--- src/design/alu_defines.svh ---
/* Integer ALU datapath definitions
   Widths and bit positions in the op-flag vector */
`ifndef ALU_DEFINES_SVH
`define ALU_DEFINES_SVH

// Data and adder widths
`define ALU_XLEN     32
// One extra adder bit holds the sign for compares
`define ALU_ADDER_W  33
`define ALU_SHAMT_W  5

// Op-flag vector width, positions 22 to 24 are spare
`define ALU_OP_NUM   25

// Op-flag positions, also the op codes of the vector file
`define ALU_OP_ADD      0
`define ALU_OP_SUB      1
`define ALU_OP_OR       2
`define ALU_OP_XOR      3
`define ALU_OP_AND      4
`define ALU_OP_SLL      5
`define ALU_OP_SRL      6
`define ALU_OP_SRA      7
`define ALU_OP_SLT      8
`define ALU_OP_SLTU     9
`define ALU_OP_MVOP2    10
`define ALU_OP_MAX      11
`define ALU_OP_MIN      12
`define ALU_OP_MAXU     13
`define ALU_OP_MINU     14
`define ALU_OP_DOT      15
`define ALU_OP_CMP_EQ   16
`define ALU_OP_CMP_NE   17
`define ALU_OP_CMP_LT   18
`define ALU_OP_CMP_GT   19
`define ALU_OP_CMP_LTU  20
`define ALU_OP_CMP_GTU  21

`endif

--- src/design/alu_shared_buf.sv ---
/* Shared buffers
   Two enable-loaded 32-bit registers for the AGU */
`timescale 1ns/1ps
`include "alu_defines.svh"

module alu_shared_buf (
  input  logic                 clk,
  input  logic                 rst_n,
  input  logic                 sbf_0_ena,
  input  logic [`ALU_XLEN-1:0] sbf_0_nxt,
  input  logic                 sbf_1_ena,
  input  logic [`ALU_XLEN-1:0] sbf_1_nxt,
  output logic [`ALU_XLEN-1:0] sbf_0_r,
  output logic [`ALU_XLEN-1:0] sbf_1_r
);

  // Each buffer loads on its own enable, else holds
  always_ff @(posedge clk or negedge rst_n) begin
    if (!rst_n) begin
      sbf_0_r <= '0;
      sbf_1_r <= '0;
    end else begin
      if (sbf_0_ena) begin
        sbf_0_r <= sbf_0_nxt;
      end
      if (sbf_1_ena) begin
        sbf_1_r <= sbf_1_nxt;
      end
    end
  end

endmodule

--- config.mk ---
export PLATFORM = sky130hd
export DESIGN_NAME = alu_shared_buf
export DESIGN_NICKNAME = d
export VERILOG_FILES = /design/src/design/alu_shared_buf.sv
export VERILOG_INCLUDE_DIRS = /design/src /design/src/design
export SDC_FILE = /design/constraint.sdc
export NUM_CORES = 1
export LEC_CHECK = 0
export BUFFER_PORTS_ARGS = -buffer_cell sky130_fd_sc_hd__buf_4
export CAP_MARGIN = 20
export CORE_MARGIN = 5
export CORE_UTILIZATION = 40
export DETAILED_ROUTE_END_ITERATION = 7
export PLACE_DENSITY_LB_ADDON = 0.25
export SYNTH_ARGS = -nofsm -noshare
export SYNTH_HDL_FRONTEND = slang
export SYNTH_SLANG_ARGS = --single-unit
--- constraint.sdc ---
create_clock -name clk -period 1.2 [get_ports clk]
set_input_delay 0.12 -clock clk [delete_from_list [all_inputs] [get_ports clk]]
set_output_delay 0.12 -clock clk [all_outputs]
set_load 0.01 [all_outputs]
* Word level (Yosys, flattened, before mapping)
Index checks and enable logic that the tools add are counted. Widths: inputs -> output; s select.
Cells by class: add/subtract/negate cells 0, multiply operators 0, divide/modulo/power cells 0, $lt $le $gt $ge 0, eq/ne operators 0, shifts and indexed selects 0, muxes and demuxes 0, bitwise operators 0, reductions and logical operators 0
Word-level totals: bits in registers 64, bits in latches 0, memory bits (writable) 0, ROM bits 0, input bits 68, output and inout port bits 64, logic and storage cells 2, memories 0

* Depth between registers and ports, before layout
Gate-level depths: netlist of run 1.
depth in word-level cells 0, gate-level depth with buffers 3, gate-level depth less buffers 1

* Least setup slack after synthesis of run 1
Ideal clock, no wire load.
path kind input-to-reg, start point in sbf_0_ena, end point reg sbf_0_r[0], setup time 0.125 ns, arrival time 0.662 ns, required time 1.075 ns, setup slack 0.413 ns, cell stages on the path 3, buffers on the path 2, path through buf_6 buf_12 mux2_4
RTL lines:
- start, declared | line alu_shared_buf.sv:9 | input logic sbf_0_ena,
- end signal, assigned | line alu_shared_buf.sv:24 | sbf_0_r <= sbf_0_nxt;
- end, declared | line alu_shared_buf.sv:13 | output logic [`ALU_XLEN-1:0] sbf_0_r,
No word-level cell between the ends.

* Worst setup path in the final report of run 1
start point reg sbf_0_r[18], end point out sbf_0_r[18]
No word-level cell between the ends.

==> summary.txt, run 1 <==
Most common cell in the netlist - dfrtp_1
CP bufs+invs - 1
Fillcell total - 495
Initial core utilization - 41.7%
Post_cts resized - 0
Worst path top cell family by delay - flip-flops
Critical path's slowest cell - dfrtp_1
Post-synth top area share - 59.5%
VDD IR max - 0.000682 V
Deepest clock path buffer count - 2
Top cells by area, synth - dfrtp_1 (60%), mux2_4 (33%), buf_12 (4.5%)
Setup tns final - 0 ns
Full die area - 8460 sq um
Unrepaired setup endpoints after global routing - no
WL final - 5950 um
Worst r2r path cells - 1
CP Launch Type - register
Root buffer cell - clkbuf_8
Hold Path Cell Cnt - 2
Vias in the first global route - 1701
Share of flip-flops with an asynchronous set or reset - 100%
CP Cell Sequence - buf_4
Post-layout util - 62.3%
Tmin final - 0.994 ns
CTS sink count - 64
Ys flop type - dfrtp_1
Worst r2r src - sbf_0_r[1]$_DFFE_PN0P_
Vias per cell - 4.42
Ant diodes - 0
Hold Path End - sbf_0_r[19]$_DFFE_PN0P_
Synthesized area - 2690 sq um
Fin. Hold Viols - 0
FP Rows - 29
Syn_nets - 204
Mapped Cells - 136
Die Wd - 92.0 um
Cell area power density - 1410 nW/um^2
Top post-synthesis cells by count - dfrtp_1 (64), mux2_4 (60), buf_12 (6), mux2_2 (4), buf_6 (2)
Combinational Power Share - 20.2%
Cell taking the most area after synthesis - dfrtp_1
Max Cap Viol - 0
Final WS setup - 0.206 ns
DR DRC count - 0
RR Endpoint - sbf_0_r[1]$_DFFE_PN0P_
Max-slew headroom - 77.6%
Post-DP HPWL - 4330 um
P_sw - 0.00135 W
Sw frac - 23.6%
Clock share of power - 35.9%
Initial antenna violation count - 0
H-tree depth - 3
CP Data Arrival Time - 0.87 ns
Total CTS buffers - 9
Worst slack, placed - 0.213 ns
# nets final - 351
Synth warnings - 0
First-pass GRT wire length - 9130 um
Leak - 2.07 nW
Clk Latency, worst-skew pair - 0.32 ns
Clock Skews - 0 ns
Fmax - 1010 MHz
Critical path class - reg -> out
Worst setup EP type - output port
Fin. max-slew vios - 0
Slowest stage delay, CP - 0.40 ns
Clock slew at reported path FFs - 0.08 ns
Required @ worst endpoint - 1.08 ns
Die Span Y - 92.0 um
Min-Delay Startpoint - sbf_0_nxt[19]
Seq/Total Area, Yosys - 59.5%
FF-to-FF setup slack - 0.42 ns
I/O pin total - 132
Hold Crit Class - in -> reg
Synth-to-Final Area Change - 49.7%
Drt pass-1 iters - 3
Via count - 1613
Layout cell share with drive strength beyond 1 - 75.0%
Period Utilization, post-route - 82.8%
Wire length per cell - 16.3 um
Pint - 0.00435 W
# port buffers - 131
Hold WS - 0.0147 ns
Setup bufs post-CTS - 0
Drt initial violations - 51
CTS tree - built
Avg Inst Size Synth - 19.8 sq um
Gp weighted congestion - 0.667
Synth cell types - 5
Core Footprint - 6460 sq um
EDFF count, synth - 0
Critical Path Fanout Max - 2
Gr usage total - 13.9%
Design area - 4030 sq um
Grt total ovfl - 0
Antenna Nets Post-Route - 0
Placed inst area - 3730 sq um
Largest net degree at the start of global routing - 65
Reg power frac - 43.9%
Tightest Pin Transition - 0.337 ns
Synth Register Bits - 64
Status - finished clean
Final setup fails - 0
power by group through the flow:
| stage | Sequential (W) | Clock, W | Combinational (W) |
|---|---|---|---|
| after global placement | 0.00253 | 0 | 0.00114 |
| after global routing | 0.00252 | 0.00220 | 0.00122 |
| final | 0.00250 | 0.00204 | 0.00115 |
| after CTS | 0.00250 | 0.00208 | 0.00116 |
| after floorplan | 0.00263 | 0 | 0.000442 |
| after detailed placement | 0.00253 | 0 | 0.00116 |
cells in the final DEF (no fill, tap or decap):
| cell | count |
|---|---|
| buf_12 | 5 |
| mux2_2 | 4 |
| mux2_4 | 60 |
| dfrtp_1 | 64 |
| clkbuf_8 | 10 |
| bufinv_16 | 2 |
| clkinv_2 | 1 |
| dlygate4sd3_1 | 7 |
| clkbuf_1 | 1 |
| buf_4 | 132 |
| clkinvlp_4 | 2 |
state kept, by name, summed over array words and instances (netlist names):
signal	cells
sbf_0_r	32
sbf_1_r	32
per-layer routing:
layer  vias up  share of wire [%]  track usage (%)
li1        764                  -                -
met1       767                 44             18.4
met2        75                 47             21.0
met3         7                7.2             4.83
met4         0                1.3             5.20
met5         -                  0                0
cells by family (layout without fill, tap and decap cells):
kind of cell / count (synthesis) / after routing / synth area share (%)
buffers and inverters: 8 / 160 / 5.30
DFF: 64 / 64 / 59.5
muxes: 64 / 64 / 35.2
layout make-up:
type / instances / area [sq um] / share of cell area (%)
clock buffer: 11 / 141 / 3.51
clock inverter: 5 / 80.1 / 1.99
multi-input combinational: 64 / 946 / 23.5
sequential: 64 / 1600 / 39.8
tap: 77 / 96.3 / 2.39
timing repair buffer: 144 / 1160 / 28.8
what timing repair did:
| action | in CTS | in global routing |
|---|---|---|
| endpoints found under the setup margin | 0 | 0 |
| hold buffers | 1 | 6 |
| hold endpoints to repair | 64 | 6 |
through the flow:
step	total power, W	instances
final	0.00570	365
after global routing	0.00595	365
after CTS	0.00574	359
after detailed placement	0.00369	342
after global placement	0.00367	342
after floorplan	0.00307	136
worst max path at each step:
stage                            start                       to  slack [ns]  cells past startpoint
2_1_floorplan                sbf_0_ena   sbf_0_r[0]$_DFFE_PN0P_        0.41                      3
3_3_place_gp                 sbf_0_ena  sbf_0_r[28]$_DFFE_PN0P_        0.24                      3
3_5_place_dp                 sbf_1_ena   sbf_1_r[2]$_DFFE_PN0P_        0.21                      3
4_1_cts         sbf_1_r[7]$_DFFE_PN0P_               sbf_1_r[7]        0.19                      1
5_1_grt        sbf_0_r[19]$_DFFE_PN0P_              sbf_0_r[19]        0.17                      1
6_report       sbf_0_r[18]$_DFFE_PN0P_              sbf_0_r[18]        0.21                      1
(Power assumes the default switching activity.)
==> run 2, diff against run 1 <==
==> constraint.sdc (replaced) <==
create_clock -name clk -period 0.9 [get_ports clk]
set_input_delay 0.09 -clock clk [delete_from_list [all_inputs] [get_ports clk]]
set_output_delay 0.09 -clock clk [all_outputs]
set_load 0.01 [all_outputs]
==> run 2 against run 1 <==
  * The flow now finishes with violations (negative setup slack)
  * Total power rose by 44%
  * Flip-flop and latch count unchanged
  * Final area rose by 30%
  * Clock-buffer cell count grew 1
  * Critical endpoint is now sbf_0_r[26]
  * Largest power group unchanged
  * Highest routed layer unchanged
==> summary.txt, run 2 (same netlist as run 1, synthesis figures left out) <==
Status - complete, but fails checks
Violated checks - negative setup slack
Most frequent cells in the layout - buf_4 (93), buf_6 (81), dlygate4sd3_1 (64), dfrtp_1 (64), mux2_4 (60)
Initial antenna violation count - 0 (unchanged)
Clock Skews - 0 ns (unchanged)
CP bufs+invs - 1 (unchanged)
I/O pin total - 132 (unchanged)
Die Span Y - 92.0 um (unchanged)
Vias per cell - 4.49 (+1.7%)
Deepest clock path buffer count - 2 (unchanged)
Period Utilization, post-route - 108%
RR Endpoint - sbf_0_r[28]$_DFFE_PN0P_
Layout cell share with drive strength beyond 1 - 66.9% (-8.1 points)
Core Footprint - 6460 sq um (unchanged)
Wire length per cell - 17.5 um (+7.5%)
Fillcell total - 341 (-31%)
Root buffer cell - clkbuf_8
Drt pass-1 iters - 4 (+1)
Max-slew headroom - 79.7% (+2.1 points)
Clock slew at reported path FFs - 0.06 ns (-0.02 ns)
Worst setup EP type - output port
Die Wd - 92.0 um (unchanged)
Cell area power density - 1580 nW/um^2 (+11%)
Leak - 2.63 nW (+27%)
Grt total ovfl - 0 (unchanged)
Gr usage total - 19.6% (+5.7 points)
Hold Crit Class - in -> reg
Finished Layout Cells - 464 (+27%)
Max Cap Viol - 0 (unchanged)
Post-layout util - 80.8% (+18 points)
Required @ worst endpoint - 0.81 ns (-0.27 ns)
Full die area - 8460 sq um (unchanged)
# nets final - 451 (+28%)
Commonest non-fill, non-tap cell in the layout - buf_4
Tmin final - 0.971 ns
Cells after DPL - 344 (+0.58%)
CP Launch Type - register
Critical Path Fanout Max - 2 (unchanged)
Critical path class - reg -> out
Worst path top cell family by delay - flip-flops
WL final - 8130 um (+37%)
Worst r2r src - sbf_0_r[28]$_DFFE_PN0P_
Vias in the first global route - 2393 (+41%)
VDD IR max - 0.000901 V (+32%)
Tightest Pin Transition - 0.304 ns (-0.0322 ns)
Fin. max-slew vios - 0 (unchanged)
CP Cell Sequence - buf_6
Antenna Nets Post-Route - 0 (unchanged)
Critical path endpoint - sbf_0_r[26]
Via count - 2085 (+29%)
Critical path's slowest cell - dfrtp_1
Fin. Hold Viols - 0 (unchanged)
Post-DP HPWL - 4850 um (+12%)
FP Rows - 29 (unchanged)
Fmax - 1030 MHz
Largest net degree at the start of global routing - 26 (-60%)
Synth-to-Final Area Change - 94.0%
Total CTS buffers - 9 (unchanged)
CTS sink count - 64 (unchanged)
Final WS setup - -0.0708 ns (-0.277 ns)
Biggest regs - sbf_0_r x32, sbf_1_r x32
Initial core utilization - 41.7% (unchanged)
Gp weighted congestion - 0.717 (+7.6%)
CTS tree - built
Worst r2r path cells - 2 (+1)
Start point of the critical path - sbf_0_r[26]$_DFFE_PN0P_
Slowest stage delay, CP - 0.42 ns (+0.02 ns)
# port buffers - 131 (unchanged)
H-tree depth - 3 (unchanged)
Setup tns final - -3.00 ns (-3.00 ns)
DR DRC count - 0 (unchanged)
Critical Path Stages - 1 (unchanged)
CP Data Arrival Time - 0.88 ns (about the same)
Final setup fails - 82 (+82)
Ant diodes - 0 (unchanged)
Drt initial violations - 38 (-25%)
Clk Latency, worst-skew pair - 0.33 ns (about the same)
Unrepaired setup endpoints after global routing - yes
FF-to-FF setup slack - -0.04 ns (-0.46 ns)
First-pass GRT wire length - 12600 um (+38%)
[run 2: changes by cell type in the layout (fill, tap and decap cells not counted), sizes merged]
cell	delta
buf	+43
dlygate4sd3	+57
bufinv	-1
clkbuf	+1
clkinvlp	-2
clkinv	+1
[run 2: cell type report]
cell class | instances | area, sq um | share of cell area (%)
clock buffers | 12 | 165 | 3.16
clock inverters | 3 | 40.0 | 0.767
well taps | 77 | 96.3 | 1.85
flip-flops and latches | 64 | 1600 | 30.7
multi-input cells | 64 | 946 | 18.1
repair buffers | 244 | 2370 | 45.4
[run 2: repair_timing]
item                                    4_1_cts  5_1_grt
setup buffers                                31       10
endpoints found under the setup margin       64       94
hold buffers                                 63        1
endpoints found under the hold margin       126        1
gates resized for setup                      64       17
[run 2: power by group]
part	internal [W]	total [W]	switching, W
registers	0.00317	0.00341	0.000244
clock network	0.00148	0.00252	0.00104
logic	0.00161	0.00229	0.000685
[run 2: metal layers]
layer | global-route usage (%) | vias up | share of wire (%) | wire (um)
li1 | - | 969 | - | -
met1 | 22.5 | 1004 | 38 | 3120
met2 | 33.8 | 91 | 52 | 4220
met3 | 5.73 | 21 | 6.8 | 553
met4 | 8.54 | 0 | 2.9 | 235
met5 | 0 | - | 0 | 0
[run 2: metrics by stage]
stage	total power [W]	hold WS [ns]	setup WS, ns	cell area [sq um]
finish	0.00823	0.0156	-0.0708	5220
detailed placement	0.00495	0.00441	0.0330	3760
global route	0.00856	0.00588	-0.105	5220
global placement	0.00491	-0.00523	0.0436	3760
CTS	0.00813	0.000135	-0.0719	5070
floorplan	0.00409	-0.206	0.121	2690
[run 2: worst min path at each step]
stage / from / to / depth (start not counted) / slack (ns)
finish: sbf_0_nxt[20] / sbf_0_r[20]$_DFFE_PN0P_ / 2 / 0.02
detailed placement: rst_n / sbf_1_r[24]$_DFFE_PN0P_ / 1 / 0.004
floorplan: rst_n / sbf_0_r[0]$_DFFE_PN0P_ / 0 / -0.21
CTS: sbf_0_nxt[19] / sbf_0_r[19]$_DFFE_PN0P_ / 2 / 0.0001
global placement: rst_n / sbf_1_r[29]$_DFFE_PN0P_ / 1 / -0.005
global route: sbf_0_nxt[20] / sbf_0_r[20]$_DFFE_PN0P_ / 2 / 0.006
==> run 3, diff against run 2 <==
--- a/config.mk
+++ b/config.mk
@@ -7,11 +7,12 @@
 export NUM_CORES = 1
 export LEC_CHECK = 0
 export BUFFER_PORTS_ARGS = -buffer_cell sky130_fd_sc_hd__buf_4
-export CAP_MARGIN = 20
 export CORE_MARGIN = 5
 export CORE_UTILIZATION = 40
+export CTS_CLUSTER_SIZE = 10
 export DETAILED_ROUTE_END_ITERATION = 7
 export PLACE_DENSITY_LB_ADDON = 0.25
+export SKIP_LAST_GASP = 1
 export SYNTH_ARGS = -nofsm -noshare
 export SYNTH_HDL_FRONTEND = slang
 export SYNTH_SLANG_ARGS = --single-unit
==> run 3 against run 2 <==
  * The flow still finishes with violations (negative setup slack)
  * Setup slack barely moved
  * Flip-flop and latch count is the same
  * Global-route usage did not move
  * Final area stayed put
  * Highest routed layer unchanged
  * Final cell count stayed put
  * Critical endpoint unchanged
  * Routed wire length up 0.16%
  * Via count hardly changed
==> summary.txt, run 3 (same netlist as run 1, synthesis figures left out) <==
Critical path's slowest cell - dfrtp_1
Fmax - 1030 MHz (about the same)
Drt initial violations - 38 (unchanged)
Reg power frac - 41.5% (about the same)
Deepest clock path buffer count - 2 (unchanged)
Period Utilization, post-route - 108% (about the same)
FF-to-FF setup slack - -0.04 ns (about the same)
Slowest stage delay, CP - 0.42 ns (about the same)
RR Endpoint - sbf_0_r[28]$_DFFE_PN0P_
Initial antenna violation count - 0 (unchanged)
Drt pass-1 iters - 4 (unchanged)
FP Rows - 29 (unchanged)
Critical Path Fanout Max - 2 (unchanged)
Via count - 2086 (+0.048%)
Violated checks - negative setup slack
P_sw - 0.00197 W (about the same)
Clock share of power - 30.6% (about the same)
Min-Delay Startpoint - sbf_0_nxt[20]
Unrepaired setup endpoints after global routing - yes
Layout cell share with drive strength beyond 1 - 66.9% (unchanged)
Clock slew at reported path FFs - 0.06 ns (about the same)
Max Cap Viol - 0 (unchanged)
Most frequent cells in the layout - buf_4 (93), buf_6 (81), dlygate4sd3_1 (64), dfrtp_1 (64), mux2_4 (60)
Leak - 2.63 nW (unchanged)
CP Launch Type - register
H-tree depth - 3 (unchanged)
Fin. Hold Viols - 0 (unchanged)
CP bufs+invs - 1 (unchanged)
Hold Crit Class - in -> reg
First-pass GRT wire length - 12600 um (about the same)
Clk Latency, worst-skew pair - 0.33 ns (about the same)
Antenna Nets Post-Route - 0 (unchanged)
Final WS setup - -0.0708 ns (-0.0000256 ns)
Worst r2r src - sbf_0_r[28]$_DFFE_PN0P_
Vias per cell - 4.50 (about the same)
Final setup fails - 82 (unchanged)
Fillcell total - 341 (unchanged)
VDD IR max - 0.000901 V (about the same)
Gp weighted congestion - 0.717 (unchanged)
Worst r2r path cells - 2 (unchanged)
Synth-to-Final Area Change - 94.0% (unchanged)
Cell area power density - 1580 nW/um^2 (about the same)
Largest net degree at the start of global routing - 26 (unchanged)
WL final - 8140 um (+0.16%)
Core Footprint - 6460 sq um (unchanged)
Full die area - 8460 sq um (unchanged)
Vias in the first global route - 2395 (+0.084%)
Grt total ovfl - 0 (unchanged)
Tmin final - 0.971 ns (+0.0000256 ns)
Worst setup EP type - output port
CP Cell Sequence - buf_6
Required @ worst endpoint - 0.81 ns (about the same)
Clock Skews - 0 ns (unchanged)
Biggest regs - sbf_0_r x32, sbf_1_r x32
Post-layout util - 80.8% (unchanged)
Tightest Pin Transition - 0.303 ns (-0.00149 ns)
Power, Total - 0.00823 W (about the same)
CTS tree - built
Worst path top cell family by delay - flip-flops
DR DRC count - 0 (unchanged)
CTS sink count - 64 (unchanged)
Hold Path Cell Cnt - 2 (unchanged)
Fin. max-slew vios - 0 (unchanged)
Critical path class - reg -> out
Total CTS buffers - 9 (unchanged)
Root buffer cell - clkbuf_8
Combinational Power Share - 27.9% (about the same)
# port buffers - 131 (unchanged)
# nets final - 451 (unchanged)
Gr usage total - 19.6% (unchanged)
Die Span Y - 92.0 um (unchanged)
Sw frac - 23.9% (about the same)
Initial core utilization - 41.7% (unchanged)
Ant diodes - 0 (unchanged)
Commonest non-fill, non-tap cell in the layout - buf_4
Post-DP HPWL - 4850 um (unchanged)
Wire length per cell - 17.5 um (+0.16%)
Hold Path End - sbf_0_r[20]$_DFFE_PN0P_
I/O pin total - 132 (unchanged)
Die Wd - 92.0 um (unchanged)
CP Data Arrival Time - 0.88 ns (about the same)
Pint - 0.00626 W (about the same)
Max-slew headroom - 79.8% (+0.10 points)
Status - complete, but fails checks
Worst slack, placed - 0.0330 ns (unchanged)
-- run 3: final cells by class --
| class | instances | area (sq um) | area share, % |
|---|---|---|---|
| repair buffers | 244 | 2370 | 45.4 |
| flip-flops and latches | 64 | 1600 | 30.7 |
| multi-input cells | 64 | 946 | 18.1 |
| clock buffers | 12 | 165 | 3.16 |
| well taps | 77 | 96.3 | 1.85 |
| clock inverters | 3 | 40.0 | 0.767 |
-- run 3: how the worst max path moves through the flow --
stage / cells after the start / slack (ns) / to / from
after detailed placement: 3 / 0.03 / sbf_1_r[9]$_DFFE_PN0P_ / sbf_1_ena
after floorplan: 1 / 0.12 / sbf_0_r[0]$_DFFE_PN0P_ / sbf_0_r[0]$_DFFE_PN0P_
after global routing: 1 / -0.10 / sbf_1_r[28] / sbf_1_r[28]$_DFFE_PN0P_
final: 1 / -0.07 / sbf_0_r[26] / sbf_0_r[26]$_DFFE_PN0P_
after CTS: 1 / -0.07 / sbf_0_r[16] / sbf_0_r[16]$_DFFE_PN0P_
after global placement: 3 / 0.04 / sbf_1_r[3]$_DFFE_PN0P_ / sbf_1_ena
-- run 3: power groups by stage --
stage	Clock (W)	Sequential, W	Combinational (W)
after floorplan	0	0.00350	0.000590
after global placement	0	0.00338	0.00153
after detailed placement	0	0.00339	0.00156
after CTS	0.00258	0.00338	0.00216
after global routing	0.00269	0.00345	0.00242
final	0.00252	0.00341	0.00229
-- run 3: repair_timing --
| item | in CTS | in global routing |
|---|---|---|
| hold buffers | 63 | 1 |
| endpoints found under the hold margin | 126 | 1 |
| setup endpoints to repair | 64 | 94 |
| gates cloned | 0 | 0 |
| setup buffers | 31 | 10 |
| resized for setup | 63 | 18 |
-- run 3: per-layer routing --
layer | track usage [%] | up-vias | wire (um)
met3 | 5.73 | 21 | 554
met2 | 33.8 | 91 | 4220
met5 | 0 | - | 0
met1 | 22.5 | 1004 | 3130
li1 | - | 970 | -
met4 | 8.54 | 0 | 238
-- run 3: per-stage QoR --
| stage | TNS (ns) | hold slack (ns) | std cells | instance area [sq um] |
|---|---|---|---|---|
| 6_report | -2.99 | 0.0156 | 464 | 5220 |
| 5_1_grt | -5.86 | 0.00588 | 464 | 5220 |
| 4_1_cts | -3.48 | 0.000135 | 453 | 5070 |
| 3_5_place_dp | 0 | 0.00441 | 344 | 3760 |
| 3_3_place_gp | 0 | -0.00523 | 344 | 3760 |
| 2_1_floorplan | 0 | -0.206 | 136 | 2690 |
